## src/verilog/rtg_pkg.sv

```systemverilog
package rtg_pkg;

  //////////////////////////////
  // bus widths
  localparam int ADDR_W = 25;                 // frame buffer byte address

  //////////////////////////////
  // wishbone classic
  typedef struct packed {
    logic              cyc;                   // bus cycle
    logic              stb;                   // strobe, raised with cyc
    logic              we;                    // always read here
    logic [ADDR_W-1:1] adr;                   // word address
    logic [1:0]        sel;                   // byte lanes
  } wb_m2s_t;

  typedef struct packed {
    logic [15:0] dat;                         // read data
    logic        ack;                         // transfer done
  } wb_s2m_t;

  //////////////////////////////
  // video
  typedef struct packed {
    logic [7:0] r;
    logic [7:0] g;
    logic [7:0] b;
  } video_pix_t;

  typedef struct packed {
    logic hsync;                              // active low
    logic vsync;                              // active low
    logic csync;                              // active low
    logic hblank;                             // active high
    logic vblank;                             // active high
  } video_sync_t;

  typedef struct packed {
    logic              ena;                   // rtg screen on
    logic              clut;                  // 8-bit indexed mode
    logic [3:0]        pixel_width;           // clocks per fetch - 1
    logic [6:0]        vbend;                 // extra blank lines
    logic [ADDR_W-1:4] base;                  // frame base, 16-byte aligned
  } rtg_cfg_t;

  // one frame buffer word, hicolour or two clut indices
  typedef union packed {
    struct packed {
      logic       unused;
      logic [4:0] r;
      logic [4:0] g;
      logic [4:0] b;
    } rgb;
    struct packed {
      logic [7:0] hi;                         // shown first
      logic [7:0] lo;
    } idx;
  } rtg_word_u;

  typedef struct packed {
    logic       en;
    logic [7:0] idx;                          // table entry
    video_pix_t col;
  } clut_wr_t;

endpackage
```

## src/verilog/rtg_timing.sv

```systemverilog
`timescale 1ns/1ns

module rtg_timing import rtg_pkg::*; (
  input  logic        clk_114,
  input  logic        arst_n,
  input  rtg_cfg_t    cfg,
  input  video_sync_t sync,                   // chipset timing
  output logic        rtg_blank,
  output logic        pix_strobe,             // fetch next word
  output logic        clut_sel                // low index half
);

  logic       hs_q;                           // hsync delayed
  logic       hs_rise;
  logic       vb_flag;                        // extended vertical blank
  logic [6:0] vb_cnt;                         // lines since vblank fell
  logic [3:0] pix_cnt;                        // clocks into current word

  assign hs_rise = sync.hsync & ~hs_q;        // end of sync pulse

  //////////////////////////////
  // vertical blank extension
  always_ff @(posedge clk_114 or negedge arst_n) begin
    if (!arst_n) begin
      hs_q    <= 1'b1;                        // inactive
      vb_flag <= 1'b1;                        // blank until counted in
      vb_cnt  <= '0;
    end else begin
      hs_q <= sync.hsync;
      if (sync.vblank) begin
        vb_flag <= 1'b1;
        vb_cnt  <= '0;
      end else if (vb_cnt == cfg.vbend) begin
        vb_flag <= 1'b0;                      // active area starts
      end else if (hs_rise) begin
        vb_cnt <= vb_cnt + 1'b1;
      end
    end
  end

  assign rtg_blank = sync.hblank | vb_flag;

  // strobe every pixel_width+1 clocks inside the line
  assign pix_strobe = cfg.ena & ~rtg_blank & (pix_cnt == cfg.pixel_width);

  //////////////////////////////
  // pixel pacing
  always_ff @(posedge clk_114 or negedge arst_n) begin
    if (!arst_n) begin
      pix_cnt  <= '0;
      clut_sel <= 1'b0;
    end else if (rtg_blank || pix_strobe) begin
      pix_cnt  <= '0;                         // restart per word
      clut_sel <= 1'b0;                       // back to high index
    end else begin
      pix_cnt <= pix_cnt + 1'b1;
      if (pix_cnt == {1'b0, cfg.pixel_width[3:1]}) begin
        clut_sel <= 1'b1;                     // halfway through the word
      end
    end
  end

  //////////////////////////////
  // checks
  // vb_flag lags the chipset vblank by one clock
  a_no_strobe_in_vblank : assert property (
    @(posedge clk_114) disable iff (!arst_n)
    pix_strobe |-> !sync.vblank
  ) else $error("rtg_timing: strobe during vertical blank");

endmodule

```

## config.mk

```make
export PLATFORM = sky130hd
export DESIGN_NAME = rtg_timing
export DESIGN_NICKNAME = d
export VERILOG_FILES = /design/src/verilog/rtg_pkg.sv /design/src/verilog/rtg_timing.sv
export SDC_FILE = /design/constraint.sdc
export NUM_CORES = 1
export LEC_CHECK = 0
export ABC_CLOCK_PERIOD_IN_PS = 2020
export BUFFER_PORTS_ARGS = -buffer_cell sky130_fd_sc_hd__buf_2
export CAP_MARGIN = 0
export CORE_UTILIZATION = 45
export CTS_BUF_LIST = sky130_fd_sc_hd__clkbuf_8
export CTS_CLUSTER_SIZE = 28
export DETAILED_ROUTE_END_ITERATION = 12
export PLACE_DENSITY = 0.81
export SYNTH_ARGS = -nofsm -noshare
export SYNTH_HDL_FRONTEND = slang
export SYNTH_SLANG_ARGS = --single-unit
```

## constraint.sdc

```tcl
create_clock -name clk_114 -period 2.02 [get_ports clk_114]
set_clock_uncertainty 0.2 [all_clocks]
set_input_delay 0.505 -clock clk_114 [delete_from_list [all_inputs] [get_ports clk_114]]
set_output_delay 0.505 -clock clk_114 [all_outputs]
set_load 0.02 [all_outputs]
```

==> flow_metrics.py <==
metrics = {
    "outcome": {
        "status": "finished, violations left",
        "violations": "DRC, setup timing",
    },
    "die": {
        "dieArea_um2": 1930,
        "die_w_um": 43.9,
        "core_area_um2": 1580,
        "rows": 14,
        "dieHeight_um": 43.9,
        "io_pins": 44,
        "start_util_pct": 50.1,
    },
    "synth": {
        "ys_ff_latch": 14,
        "synth_nets": 121,
        "synth_area_per_cell_um2": 10.1,
        "synth_seq_area_share_pct": 44.7,
        "yosysTopAreaCellShare_pct": 38.0,
        "syn-cell-area_um2": 790,
        "syn_inst": 78,
        "synthDistinctLibCells": 25,
        "ys.warnings.count": 0,
        "synthTopCellsByArea": "dfrtp_1 38%, xnor2_1 10%, xor2_1 10%",
        "yosys.area.top_type": "dfrtp_1",
    },
    "clock_tree": {
        "clock-sinks": 14,
        "cts_inserted_buffers": 3,
        "clkTransAtPathRegs_ps": 60,
        "cts_tree": "built",
        "clock_latency_ps": 250,
        "root_buffer": "clkbuf_8",
        "cts_max_path_buffers": 2,
        "h-tree-depth": 1,
    },
    "layout": {
        "mostFrequentLayoutCells": "18 x buf_2, 12 x dfrtp_1, 11 x nor2_1",
        "layout-drive-gt1-share_pct": 37.4,
        "fin_util_pct": 65.2,
        "nets": 151,
        "final_common_cell": "buf_2",
        "fillerInstances": 123,
        "area_delta_synth_final_pct": 30.1,
        "n_antenna_cell": 0,
    },
    "pwr": {
        "p_per_area_nw_per_um2": 617,
        "finalPower_uw": 634,
        "ir_drop_mv": 0.312,
        "power_leakage_nw": 0.477,
    },
    "global_route": {
        "grt_pass1_vias": 681,
        "grt_max_degree": 15,
        "grtUsageTotal_pct": 20.2,
        "grt_pass1_wl_mm": 2.75,
        "grt.overflow.total": 0,
        "antenna_found_initial": 0,
    },
    "drt": {
        "num_vias": 676,
        "first_pass_iters": 10,
        "ant_nets": 0,
        "routed_wl_mm": 1.71,
        "vias_per_cell": 5.50,
        "detail_route.iter0.violations": 14,
        "drc": 1,
        "drt-wirelength-per-cell_um": 13.9,
    },
    "timing": {
        "finalSetupViolations": 1,
        "fin_crit_ps": 2100,
        "rsz0062_at_grt": "true",
        "holdWs_ps": 162,
        "fin_tns_setup_ps": -84.4,
        "tightest_slew_ps": 362,
        "slew_headroom_pct": 75.7,
        "slew_viol_final": 0,
        "worst_slack_ps": -84.4,
        "min_period_over_period_pct": 104,
        "hold_violations": 0,
        "max_freq_mhz": 475,
    },
    "critical_path": {
        "cp.required_ps": 1310,
        "crit_type": "reg2out",
        "critical-path-slowest-cell": "dfrtp_1",
        "cpPeakStageDelay_ps": 390,
        "cp_max_fo": 2,
        "worstPathArrival_ps": 1400,
        "crit_chain": "xor2_1 -> nor4_2 -> nor2b_1 -> buf_4",
        "critical_path.endpoint_type": "primary output",
        "start_kind": "register",
    },
    "worst_hold_path": {
        "hold_class": "in2reg",
    },
    "placement": {
        "numPortBuffers": 19,
        "hpwlAfterDp_mm": 1.23,
        "place_congestion": 0.784,
    },
    "run": {
        "cap_violations": 0,
    },
}
## final timing paths
kind	startpoint	end	slack, ps	depth (start not counted)
setup / recovery	pix_cnt[0]	pix_strobe	-80	4
hold / removal	sync[4]	hs_q	160	1
setup reg to reg	vb_cnt[0]	vb_cnt[5]	190	5
hold reg to reg	vb_flag	vb_flag	290	2
max in group asynchronous	arst_n	vb_flag	830	2
min in group asynchronous	arst_n	vb_cnt[1]	500	2
## synthesized netlist by cell type
cell type  number
a21oi_1         3
and3_2          1
buf_1           1
dfrtp_1        12
dfstp_2         2
ha_1            2
inv_1           2
mux2_2          1
mux2i_1         1
nand2_1         1
nand2b_1        1
nand3_1         3
nand3_2         1
nand4_2         1
nor2_1         11
nor2b_1         3
nor4_1          2
o2111ai_2       1
o211ai_1        1
o21ai_0         4
o21ai_1         1
or2_2           2
or3_1           3
xnor2_1         9
xor2_1          9
## cell type report
type,count,area [um^2],share of cell area (%)
inverters,2,7.51,0.731
repair buffers,26,153,14.9
well taps,16,20.0,1.95
multi-input cells,61,439,42.8
flip-flops and latches,14,353,34.3
clock buffers,4,55.1,5.36
## repair_timing
action / in CTS / in global routing
hold buffers: 1 / 0
setup endpoints to repair: 1 / 1
setup buffers: 1 / 0
gates resized for setup: 2 / 1
hold endpoints to repair: 12 / 0
## cell families (layout without fill, tap and decap cells)
| kind of cell | Yosys count | in the layout | share of synthesized area, % |
|---|---|---|---|
| AO/OA/AOI/OAI | 10 | 10 | 7.92 |
| XOR/XNOR | 18 | 18 | 20.0 |
| adder cells (fa/ha/maj) | 2 | 2 | 3.17 |
| buffers and inverters | 3 | 32 | 1.43 |
| flip-flops | 14 | 14 | 44.7 |
| multiplexers | 2 | 2 | 2.69 |
| AND/OR/NAND/NOR | 29 | 29 | 20.1 |
## report_power, final
part / switching (mW) / total [mW] / internal (mW)
Sequential: 0.00494 / 0.290 / 0.285
Clock: 0.104 / 0.277 / 0.173
Combinational: 0.0336 / 0.0665 / 0.0330
Total: 0.143 / 0.634 / 0.491
## through the flow
stage,setup slack (ps),area [um^2],cells
3_5_place_dp,-131,938,117
4_1_cts,-92.3,1020,123
6_report,-84.4,1030,123
2_1_floorplan,19.9,790,78
5_1_grt,-165,1030,123
3_3_place_gp,-90.8,938,117
## critical path, delay by kind of cell (launching register included)
kind	cells	cell delay, ps
buffers and inverters	1	140
and+or+nand+nor	2	460
DFF	1	390
xor gates and xnor gates	1	160
## routing by layer
metal | GRT usage (%) | share of wire (%) | vias up
met5 | 0 | 0 | -
li1 | - | - | 321
met3 | 5.00 | 4.2 | 7
met1 | 23.2 | 41 | 323
met4 | 13.3 | 2.8 | 0
met2 | 33.1 | 52 | 25
## sequential cells by signal (all words and copies together) (netlist names)
| register | cells |
|---|---|
| vb_cnt | 7 |
| pix_cnt | 4 |
| clut_sel | 1 |
| hs_q | 1 |
| vb_flag | 1 |
Power figures use the tool's default switching activity.
