==> config.mk <==
export PLATFORM = sky130hd
export DESIGN_NAME = rtg_fetch
export DESIGN_NICKNAME = d
export VERILOG_FILES = /design/src/verilog/rtg_pkg.sv /design/src/verilog/rtg_fetch.sv
export SDC_FILE = /design/constraint.sdc
export NUM_CORES = 1
export LEC_CHECK = 0
export ABC_AREA = 0
export BUFFER_PORTS_ARGS = -buffer_cell sky130_fd_sc_hd__buf_2
export CORE_ASPECT_RATIO = 1.4
export CORE_MARGIN = 3
export CORE_UTILIZATION = 39
export CTS_CLUSTER_SIZE = 30
export DETAILED_ROUTE_END_ITERATION = 10
export GPL_ROUTABILITY_DRIVEN = 0
export RECOVER_POWER = 100
export SYNTH_ARGS = -nofsm -noshare
export SYNTH_HDL_FRONTEND = slang
export SYNTH_SLANG_ARGS = --single-unit
==> constraint.sdc <==
create_clock -name clk_114 -period 3.3 [get_ports clk_114]
set_input_delay 0.825 -clock clk_114 [delete_from_list [all_inputs] [get_ports clk_114]]
set_output_delay 0.825 -clock clk_114 [all_outputs]
set_load 0.02 [all_outputs]
==> src/verilog/rtg_pkg.sv <==
package rtg_pkg;

  //////////////////////////////
  // bus widths
  localparam int ADDR_W = 25;                 // frame buffer byte address

  //////////////////////////////
  // wishbone classic
  typedef struct packed {
    logic              cyc;                   // bus cycle
    logic              stb;                   // strobe, raised with cyc
    logic              we;                    // always read here
    logic [ADDR_W-1:1] adr;                   // word address
    logic [1:0]        sel;                   // byte lanes
  } wb_m2s_t;

  typedef struct packed {
    logic [15:0] dat;                         // read data
    logic        ack;                         // transfer done
  } wb_s2m_t;

  //////////////////////////////
  // video
  typedef struct packed {
    logic [7:0] r;
    logic [7:0] g;
    logic [7:0] b;
  } video_pix_t;

  typedef struct packed {
    logic hsync;                              // active low
    logic vsync;                              // active low
    logic csync;                              // active low
    logic hblank;                             // active high
    logic vblank;                             // active high
  } video_sync_t;

  typedef struct packed {
    logic              ena;                   // rtg screen on
    logic              clut;                  // 8-bit indexed mode
    logic [3:0]        pixel_width;           // clocks per fetch - 1
    logic [6:0]        vbend;                 // extra blank lines
    logic [ADDR_W-1:4] base;                  // frame base, 16-byte aligned
  } rtg_cfg_t;

  // one frame buffer word, hicolour or two clut indices
  typedef union packed {
    struct packed {
      logic       unused;
      logic [4:0] r;
      logic [4:0] g;
      logic [4:0] b;
    } rgb;
    struct packed {
      logic [7:0] hi;                         // shown first
      logic [7:0] lo;
    } idx;
  } rtg_word_u;

  typedef struct packed {
    logic       en;
    logic [7:0] idx;                          // table entry
    video_pix_t col;
  } clut_wr_t;

endpackage
==> src/verilog/rtg_fetch.sv <==
`timescale 1ns/1ns

module rtg_fetch import rtg_pkg::*; #(
  parameter int FIFO_DEPTH = 16               // power of two
) (
  input  logic      clk_114,
  input  logic      arst_n,
  input  rtg_cfg_t  cfg,
  input  logic      vblank,                   // chipset frame start
  input  logic      pix_strobe,               // pop request
  output wb_m2s_t   wb_o,
  input  wb_s2m_t   wb_i,
  output rtg_word_u word                      // fifo head
);

  localparam int PTR_W = $clog2(FIFO_DEPTH);
  localparam logic [PTR_W:0] DEPTH = (PTR_W+1)'(FIFO_DEPTH);

  rtg_word_u         mem [FIFO_DEPTH];        // pixel word storage
  logic [PTR_W-1:0]  wr_ptr;
  logic [PTR_W-1:0]  rd_ptr;
  logic [PTR_W:0]    cnt_q;                   // words held
  logic [PTR_W:0]    cnt_nxt;
  logic [ADDR_W-1:1] adr_q;                   // linear word address
  logic [ADDR_W-1:1] adr_base;
  logic [ADDR_W-1:1] adr_mangled;
  logic              req_q;                   // read outstanding
  logic              drop_q;                  // result belongs to old frame
  logic              flush;
  logic              ack;
  logic              push;
  logic              pop;

  assign flush    = vblank | ~cfg.ena;        // restart every frame
  assign ack      = req_q & wb_i.ack;
  assign push     = ack & ~drop_q & ~flush;
  assign pop      = pix_strobe & (cnt_q != '0) & ~flush;
  assign cnt_nxt  = flush ? '0 :
                    cnt_q + {{PTR_W{1'b0}}, push} - {{PTR_W{1'b0}}, pop};
  assign adr_base = {cfg.base, 3'b000};       // 16-byte base in words

  // cpu address mangling folds bit 23 with 22 and 21
  assign adr_mangled = {adr_q[24], adr_q[23] ^ (adr_q[22] | adr_q[21]), adr_q[22:1]};

  always_comb begin
    wb_o     = '0;
    wb_o.cyc = req_q;
    wb_o.stb = req_q;
    wb_o.we  = 1'b0;                          // reads only
    wb_o.adr = adr_mangled;
    wb_o.sel = 2'b11;                         // full word
  end

  //////////////////////////////
  // request and fifo control
  always_ff @(posedge clk_114 or negedge arst_n) begin
    if (!arst_n) begin
      req_q  <= 1'b0;
      drop_q <= 1'b0;
      cnt_q  <= '0;
      wr_ptr <= '0;
      rd_ptr <= '0;
      adr_q  <= '0;
    end else begin
      cnt_q <= cnt_nxt;
      if (flush) begin
        wr_ptr <= '0;                         // empty the fifo
        rd_ptr <= '0;
      end else begin
        if (push) wr_ptr <= wr_ptr + 1'b1;
        if (pop) rd_ptr <= rd_ptr + 1'b1;
      end
      if (req_q && !wb_i.ack) begin
        drop_q <= drop_q | flush;             // wait state holds the address
      end else begin
        req_q  <= ~flush & (cnt_nxt < DEPTH); // room for one more result
        drop_q <= 1'b0;
        if (flush || drop_q) begin
          adr_q <= adr_base;                  // back to frame start
        end else if (ack) begin
          adr_q <= adr_q + 1'b1;              // next word
        end
      end
    end
  end

  // word storage
  always_ff @(posedge clk_114) begin
    if (push) mem[wr_ptr] <= wb_i.dat;
  end

  assign word = mem[rd_ptr];                  // head word taken on strobe

  //////////////////////////////
  // checks
  a_strobe_not_empty : assert property (
    @(posedge clk_114) disable iff (!arst_n)
    pix_strobe |-> cnt_q != '0
  ) else $error("rtg_fetch: pixel strobe met an empty fifo");

  a_cyc_until_ack : assert property (
    @(posedge clk_114) disable iff (!arst_n)
    wb_o.cyc && !wb_i.ack |=> wb_o.cyc && $stable(wb_o.adr)
  ) else $error("rtg_fetch: request dropped or moved before ack");

endmodule

==> impl_metrics.yaml, run 1 <==
run_status:
  status: "finished with violations"
  violations: "max-capacitance violations, max-slew violations, negative setup slack"
worst_setup_path:
  critical-path-max-stage-delay_ns: 0.55
  cp_slowest_cell: "mux4_2"
  critPathRequiredTime_ns: 2.47
  critPathTopFamily: "multiplexers"
  critPathKind: "flip-flop to primary output"
  startpoint_type: "flip-flop"
  r2r_setup_slack_ns: 0.09
  cp_cell_sequence: "buf_12 -> mux4_2 -> mux4_2 -> buf_6"
  ff2ff_path_depth: 7
  critPathMostFrequentCell: "mux4_2"
  critPathArrivalTime_ns: 2.53
  path_max_fanout: 17
  rr_startpoint: "drop_q$_DFF_PN0_"
  endpoint_kind: "primary output"
  worst-path-buf-inv: 2
  critical_path.reg2reg.endpoint: "adr_q[13]$_DFFE_PN0P_"
cts:
  clock_path_buffers: 3
  cts_tree: "done"
  cts_sinks: 295
  cts-buffers-inserted: 29
  htreeDepth: 1
  clockRootBuffer: "clkbuf_16"
  worstSkewPairLatency_ns: 0.54
  clkTransAtPathRegs_ns: 0.06
timing:
  fin_worst_skew_ns: 0.00712
  slew-limit-headroom_pct: -44.3
  fin_ws_ns: -0.0577
  tns_ns: -0.281
  tightestPinTransition_ns: 2.16
  setup_viol: 11
  hold_viol_final: 0
  fmax_ghz: 0.298
  finalCritPeriodShare_pct: 102
  rsz0062_at_grt: "yes"
  period_minus_slack_ns: 3.36
  slew_viol_final: 85
floorplan:
  die_x_um: 157
  row_count: 76
  die_h_um: 217
  die-area_mm2: 0.0341
  initial_core_util_pct: 40.0
  fp.coreArea_mm2: 0.0311
  io_pins: 100
synthesis:
  synth-seq-area-share_pct: 69.7
  synth_compound_area_share_pct: 3.88
  synth_mux_area_share_pct: 15.0
  synth-simple-area-share_pct: 5.28
  yosys.area_share.adder_pct: 1.37
  async_reset_ff_share_pct: 13.2
  syn_area_mm2: 0.0124
  synth.avg_cell_area_um2: 18.4
  synth_top_family_by_area: "multiplexers"
  syn_inst: 677
  yosysWarnings: 0
  ys.flop_type: "edfxtp_1"
  yosys.cell_types.count: 55
  yosys.area_share.xor_xnor_pct: 0.634
  ys_ff_latch: 295
  synth_edf_count: 256
drt:
  viasPerCell: 5.59
  wl_per_cell_um: 23.0
  drtAntennaViolNets: 0
  drtIter0Drc: 390
  drc: 0
  firstDrtPassIters: 5
  routed_wl_um: 27100
  vias: 6593
pwr:
  p_leak_nw: 4.63
  vdd_drop_max_mv: 0.384
  cellPowerDensity_mw_per_mm2: 570
min_path:
  hold_path_class: "input pin to flip-flop"
  holdPathEnd: "adr_q[4]$_DFFE_PN0P_"
  min_from: "cfg[0]"
  min_delay_path_depth: 3
global_routing:
  grt_pass1_vias: 7363
  grt_pass1_wl_um: 42200
  grt_max_degree: 68
  grt.met2_usage_pct: 29.1
  met3_usage_pct: 2.45
  grt_overflow_total: 0
  grtUsageMet1_pct: 19.4
  top_usage_layer: "met2"
  antenna_found_initial: 0
  grtUsageTotal_pct: 16.2
layout:
  num_antenna_cells: 0
  finalNetCount: 836
  areaGrowthSynthToFinish_pct: 14.7
  instances_no_fill: 1180
  drive_above_1_share_pct: 25.1
placed_design:
  placedCellCount: 1118
  pre_cts_slack_ns: 0.164
  dp_hpwl_um: 15900
  numPortBuffers: 84
flow_run:
  cap_violations: 2
-- tightest hold or removal path: cells and delay by family --
kind                   cells  cell delay (ns)
buffers and inverters      1             0.10
AND/OR/NAND/NOR            1             0.05
AO/OA/AOI/OAI              1             0.07
-- power breakdown --
| part | internal, mW | leakage, nW | switching (mW) |
|---|---|---|---|
| clock network | 2.02 | 0.477 | 1.44 |
| registers | 4.12 | 2.78 | 0.101 |
| logic | 0.143 | 1.37 | 0.300 |
-- cell type report --
class                           instances  area [µm²]
Fill cell                            2625       16800
Sequential cell                       295        8670
Multi-Input combinational cell        307        3250
Timing Repair Buffer                  121         787
Clock buffer                           30         729
Tap cell                              390         488
Clock inverter                         23         274
Inverter                               14        52.6
-- routing by layer --
metal / part of all wire (%) / wire, µm / vias up
met4: 2.9 / 793 / 0
met1: 38 / 10300 / 3436
li1: - / - / 2878
met2: 54 / 14600 / 217
met5: 0 / 0 / -
met3: 5.1 / 1380 / 62
-- timing repair --
action                                  4_1_cts  5_1_grt
endpoints found under the setup margin       15       18
gates cloned                                  1        3
setup buffers                                 4        1
hold buffers                                  0        0
pin swaps                                     0        0
gates resized for setup                      11       20
-- cell usage in the layout, fill, tap and decap left out, types with 5 or more instances in the layout --
cell type	count
inv_1	14
ha_1	12
edfxtp_1	256
o22ai_1	7
buf_4	5
a21oi_1	28
mux4_1	7
clkinv_2	5
clkinvlp_4	6
nand4_1	10
mux4_2	73
o21ai_0	11
buf_2	30
buf_12	5
bufinv_16	5
nand3_1	10
and4_1	8
nand2_1	22
dfrtp_1	37
xor2_1	5
clkbuf_16	32
buf_6	11
nor3_1	5
nor2_1	37
clkbuf_1	55
and2_0	12
clkbuf_2	11
-- worst max path at each step --
stage	start	endpoint	slack (ns)	depth (start not counted)
floorplan	vblank	req_q$_DFFE_PN0N_	0.28	13
global placement	vblank	req_q$_DFFE_PN0N_	0.18	14
detailed placement	cnt_q[3]$_DFF_PN0_	req_q$_DFFE_PN0N_	0.16	15
CTS	rd_ptr[0]$_DFFE_PN0P_	word[5]	-0.09	5
global route	rd_ptr[0]$_DFFE_PN0P_	word[9]	-0.11	4
finish	rd_ptr[0]$_DFFE_PN0P_	word[9]	-0.06	4
-- per-stage QoR --
stage / power [mW] / instance area (µm²) / util [%] / hold WS [ns]
floorplan: 4.62 / 12400 / - / 0.497
global placement: 4.72 / 13200 / 42.3 / 0.519
detailed placement: 4.75 / 13200 / 42.3 / 0.538
CTS: 8.21 / 14200 / 45.7 / 0.420
global route: 8.41 / 14200 / 45.8 / 0.515
finish: 8.12 / 14200 / 45.8 / 0.530
-- synth_stat cells (4+ instances only) --
cell type / instances / area share, %
nand2_1: 22 / 0.66
o22a_1: 4 / 0.28
clkbuf_1: 11 / 0.33
nand4_1: 10 / 0.50
xor2_1: 5 / 0.35
nor3_1: 5 / 0.20
xnor2_1: 4 / 0.28
edfxtp_1: 256 / 62
inv_1: 14 / 0.42
buf_6: 4 / 0.36
a31oi_1: 4 / 0.20
dfrtp_1: 39 / 7.9
nor2_1: 38 / 1.1
o21ai_0: 10 / 0.40
mux4_2: 67 / 12
ha_1: 12 / 1.2
o22ai_1: 7 / 0.35
and4_1: 8 / 0.56
buf_2: 12 / 0.48
and2_1: 15 / 0.76
mux4_1: 13 / 2.7
buf_4: 31 / 1.9
a21oi_1: 28 / 1.1
nand3_1: 10 / 0.40
-- logic make-up (layout without fill, tap and decap cells) --
family / count (synthesis) / in the layout
AND/OR/NAND/NOR: 126 / 126
adder cells (fa/ha/maj): 13 / 13
XOR/XNOR: 9 / 9
AO/OA/AOI/OAI: 75 / 75
buffers and inverters: 76 / 188
other: 2 / 3
flip-flops: 295 / 295
multiplexers: 81 / 81
-- registers in the layout (all words and copies together) (netlist names) --
register	cells
mem	256
adr_q	24
cnt_q	5
rd_ptr	4
wr_ptr	4
drop_q	1
req_q	1
(Power assumes the default switching activity.)
==> inputs of run 2 (changes only) <==
Settings changed: CTS_BUF_LIST set to sky130_fd_sc_hd__clkbuf_8.
==> run 2 against run 1 <==
  * The flow still finishes with violations (max-capacitance violations, max-slew violations, negative setup slack)
  * Register-to-register slack lost 0.03 ns
  * Clock-buffer cell count grew 17
  * Combinational power grew 1%
  * Cell area shrank 0.26%
  * First-iteration DRC count grew 9.5%
  * Clock power shrank 12%
==> impl_metrics.yaml, run 2 (synthesis results as in run 1) <==
drt:
  drtAntennaViolNets: 0
  routed_wl_um: 27600
  drc: 0
  drtIter0Drc: 427
  viasPerCell: 5.52
  wl_per_cell_um: 22.8
  firstDrtPassIters: 4
  vias: 6685
floorplan:
  die-area_mm2: 0.0341
  die_h_um: 217
  fp.coreArea_mm2: 0.0311
  initial_core_util_pct: 40.0
  die_x_um: 157
  io_pins: 100
  row_count: 76
run_status:
  status: "finished with violations"
  violations: "max-capacitance violations, max-slew violations, negative setup slack"
worst_setup_path:
  path_max_fanout: 7
  cp_slowest_cell: "dfrtp_4"
  critPathArrivalTime_ns: 2.55
  critical-path-max-stage-delay_ns: 0.50
  critPathKind: "flip-flop to primary output"
  worst-path-buf-inv: 4
  cp_cell_sequence: "buf_12 -> buf_12 -> buf_16 -> mux4_2 -> mux4_2 -> buf_6"
  critPathRequiredTime_ns: 2.47
  endpoint_kind: "primary output"
  critPathTopFamily: "multiplexers"
  startpoint_type: "flip-flop"
timing:
  slew-limit-headroom_pct: -47.1
  finalCritPeriodShare_pct: 102
  tightestPinTransition_ns: 2.21
  fmax_ghz: 0.297
  period_minus_slack_ns: 3.37
  slew_viol_final: 85
  hold_viol_final: 0
  setup_viol: 9
  fin_worst_skew_ns: 0.0146
  rsz0062_at_grt: "yes"
  fin_ws_ns: -0.0724
  holdWs_ns: 0.517
layout:
  areaGrowthSynthToFinish_pct: 14.4
  mostFrequentLayoutCell: "edfxtp_1"
  largest_reg_flops: 256
  reg.largest.list: "mem x256, adr_q x24, cnt_q x5"
  layout_common_cells: "edfxtp_1, mux4_2, clkbuf_1"
  top_register: "mem"
  num_antenna_cells: 0
  instances_no_fill: 1210
  finalNetCount: 855
  drive_above_1_share_pct: 25.6
cts:
  clock_path_buffers: 3
  cts_sinks: 295
  htreeDepth: 2
  worstSkewPairLatency_ns: 0.56
  clkTransAtPathRegs_ns: 0.07
  cts_tree: "done"
  hold_buffers: 0
  clockRootBuffer: "clkbuf_8"
  cts-buffers-inserted: 46
global_routing:
  antenna_found_initial: 0
  grt_overflow_total: 0
  grt_pass1_vias: 7397
  grtUsageTotal_pct: 16.7
  grt_pass1_wl_um: 43200
  grt_max_degree: 68
pwr:
  cellPowerDensity_mw_per_mm2: 543
  vdd_drop_max_mv: 0.320
  p_leak_nw: 4.67
placed_design:
  placedCellCount: 1118
  pre_cts_slack_ns: 0.164
  dp_hpwl_um: 15900
  numPortBuffers: 84
min_path:
  hold_path_class: "input pin to flip-flop"
flow_run:
  cap_violations: 2
==> run 2: cell types whose count changed in the layout (fill, tap and decap cells not counted), moves of 2 or more <==
cell	delta
clkbuf_8	+47
buf_12	+3
buf_4	+2
clkbuf_16	-32
clkinv_1	+8
buf_2	-6
buf_6	+4
clkinvlp_4	-6
clkbuf_2	-2
mux4_2	+2
mux4_1	-2
inv_1	+11
buf_16	+2
==> run 2: report_power, final <==
part           switching, mW  leakage, nW  internal (mW)
sequential             0.100         2.78           4.12
combinational          0.302         1.39          0.146
clock                   1.40        0.506           1.65
total                   1.80         4.67           5.92
==> run 2: timing repair <==
item	CTS	global route
resized for setup	41	6
buffers inserted	8	0
gates cloned	5	0
endpoints found under the setup margin	15	18
==> run 2: area by class of cell <==
type                       count  area [µm²]
clock buffer                  47         647
clock inverter                34         259
fill                        2630       16900
inverter                      14        52.6
multi-input combinational    307        3240
sequential                   295        8670
tap                          390         488
timing repair buffer         123         855
==> run 2: path summary, 6_finish.rpt <==
kind | start | end | slack [ns] | cells past startpoint
min | cfg[0] | adr_q[4]$_DFFE_PN0P_ | 0.52 | 3
min reg2reg | adr_q[19]$_DFFE_PN0P_ | adr_q[19]$_DFFE_PN0P_ | 0.55 | 1
min in group asynchronous | arst_n | adr_q[23]$_DFFE_PN0P_ | 0.92 | 1
max reg2reg | drop_q$_DFF_PN0_ | adr_q[9]$_DFFE_PN0P_ | 0.06 | 7
max | rd_ptr[0]$_DFFE_PN0P_ | word[5] | -0.07 | 6
max in group asynchronous | arst_n | rd_ptr[0]$_DFFE_PN0P_ | 0.83 | 1
==> run 2: per-layer routing <==
metal | track usage, % | share of wire, % | vias to the layer above
met3 | 3.16 | 5.4 | 66
li1 | - | - | 2918
met4 | 6.16 | 3.5 | 0
met1 | 19.5 | 37 | 3472
met2 | 30.2 | 54 | 229
met5 | 0 | 0 | -
==> run 2: per-stage QoR <==
stage / cell area, µm² / total power, mW / TNS (ns) / util (%)
global route: 14200 / 8.04 / -1.50 / 45.7
global placement: 13200 / 4.72 / 0 / 42.3
floorplan: 12400 / 4.62 / 0 / -
CTS: 14400 / 7.83 / -1.34 / 46.3
detailed placement: 13200 / 4.75 / 0 / 42.3
finish: 14200 / 7.72 / -0.375 / 45.7
==> run 2: worst reg2reg max path, cell delays in order (launching register included) <==
cell	delay (ns)
dfrtp_1	0.41
or3b_1	0.36
clkbuf_1	0.39
o21ai_0	1.01
clkbuf_2	0.51
a21oi_1	0.12
nor2_1	0.20
a21oi_1	0.06
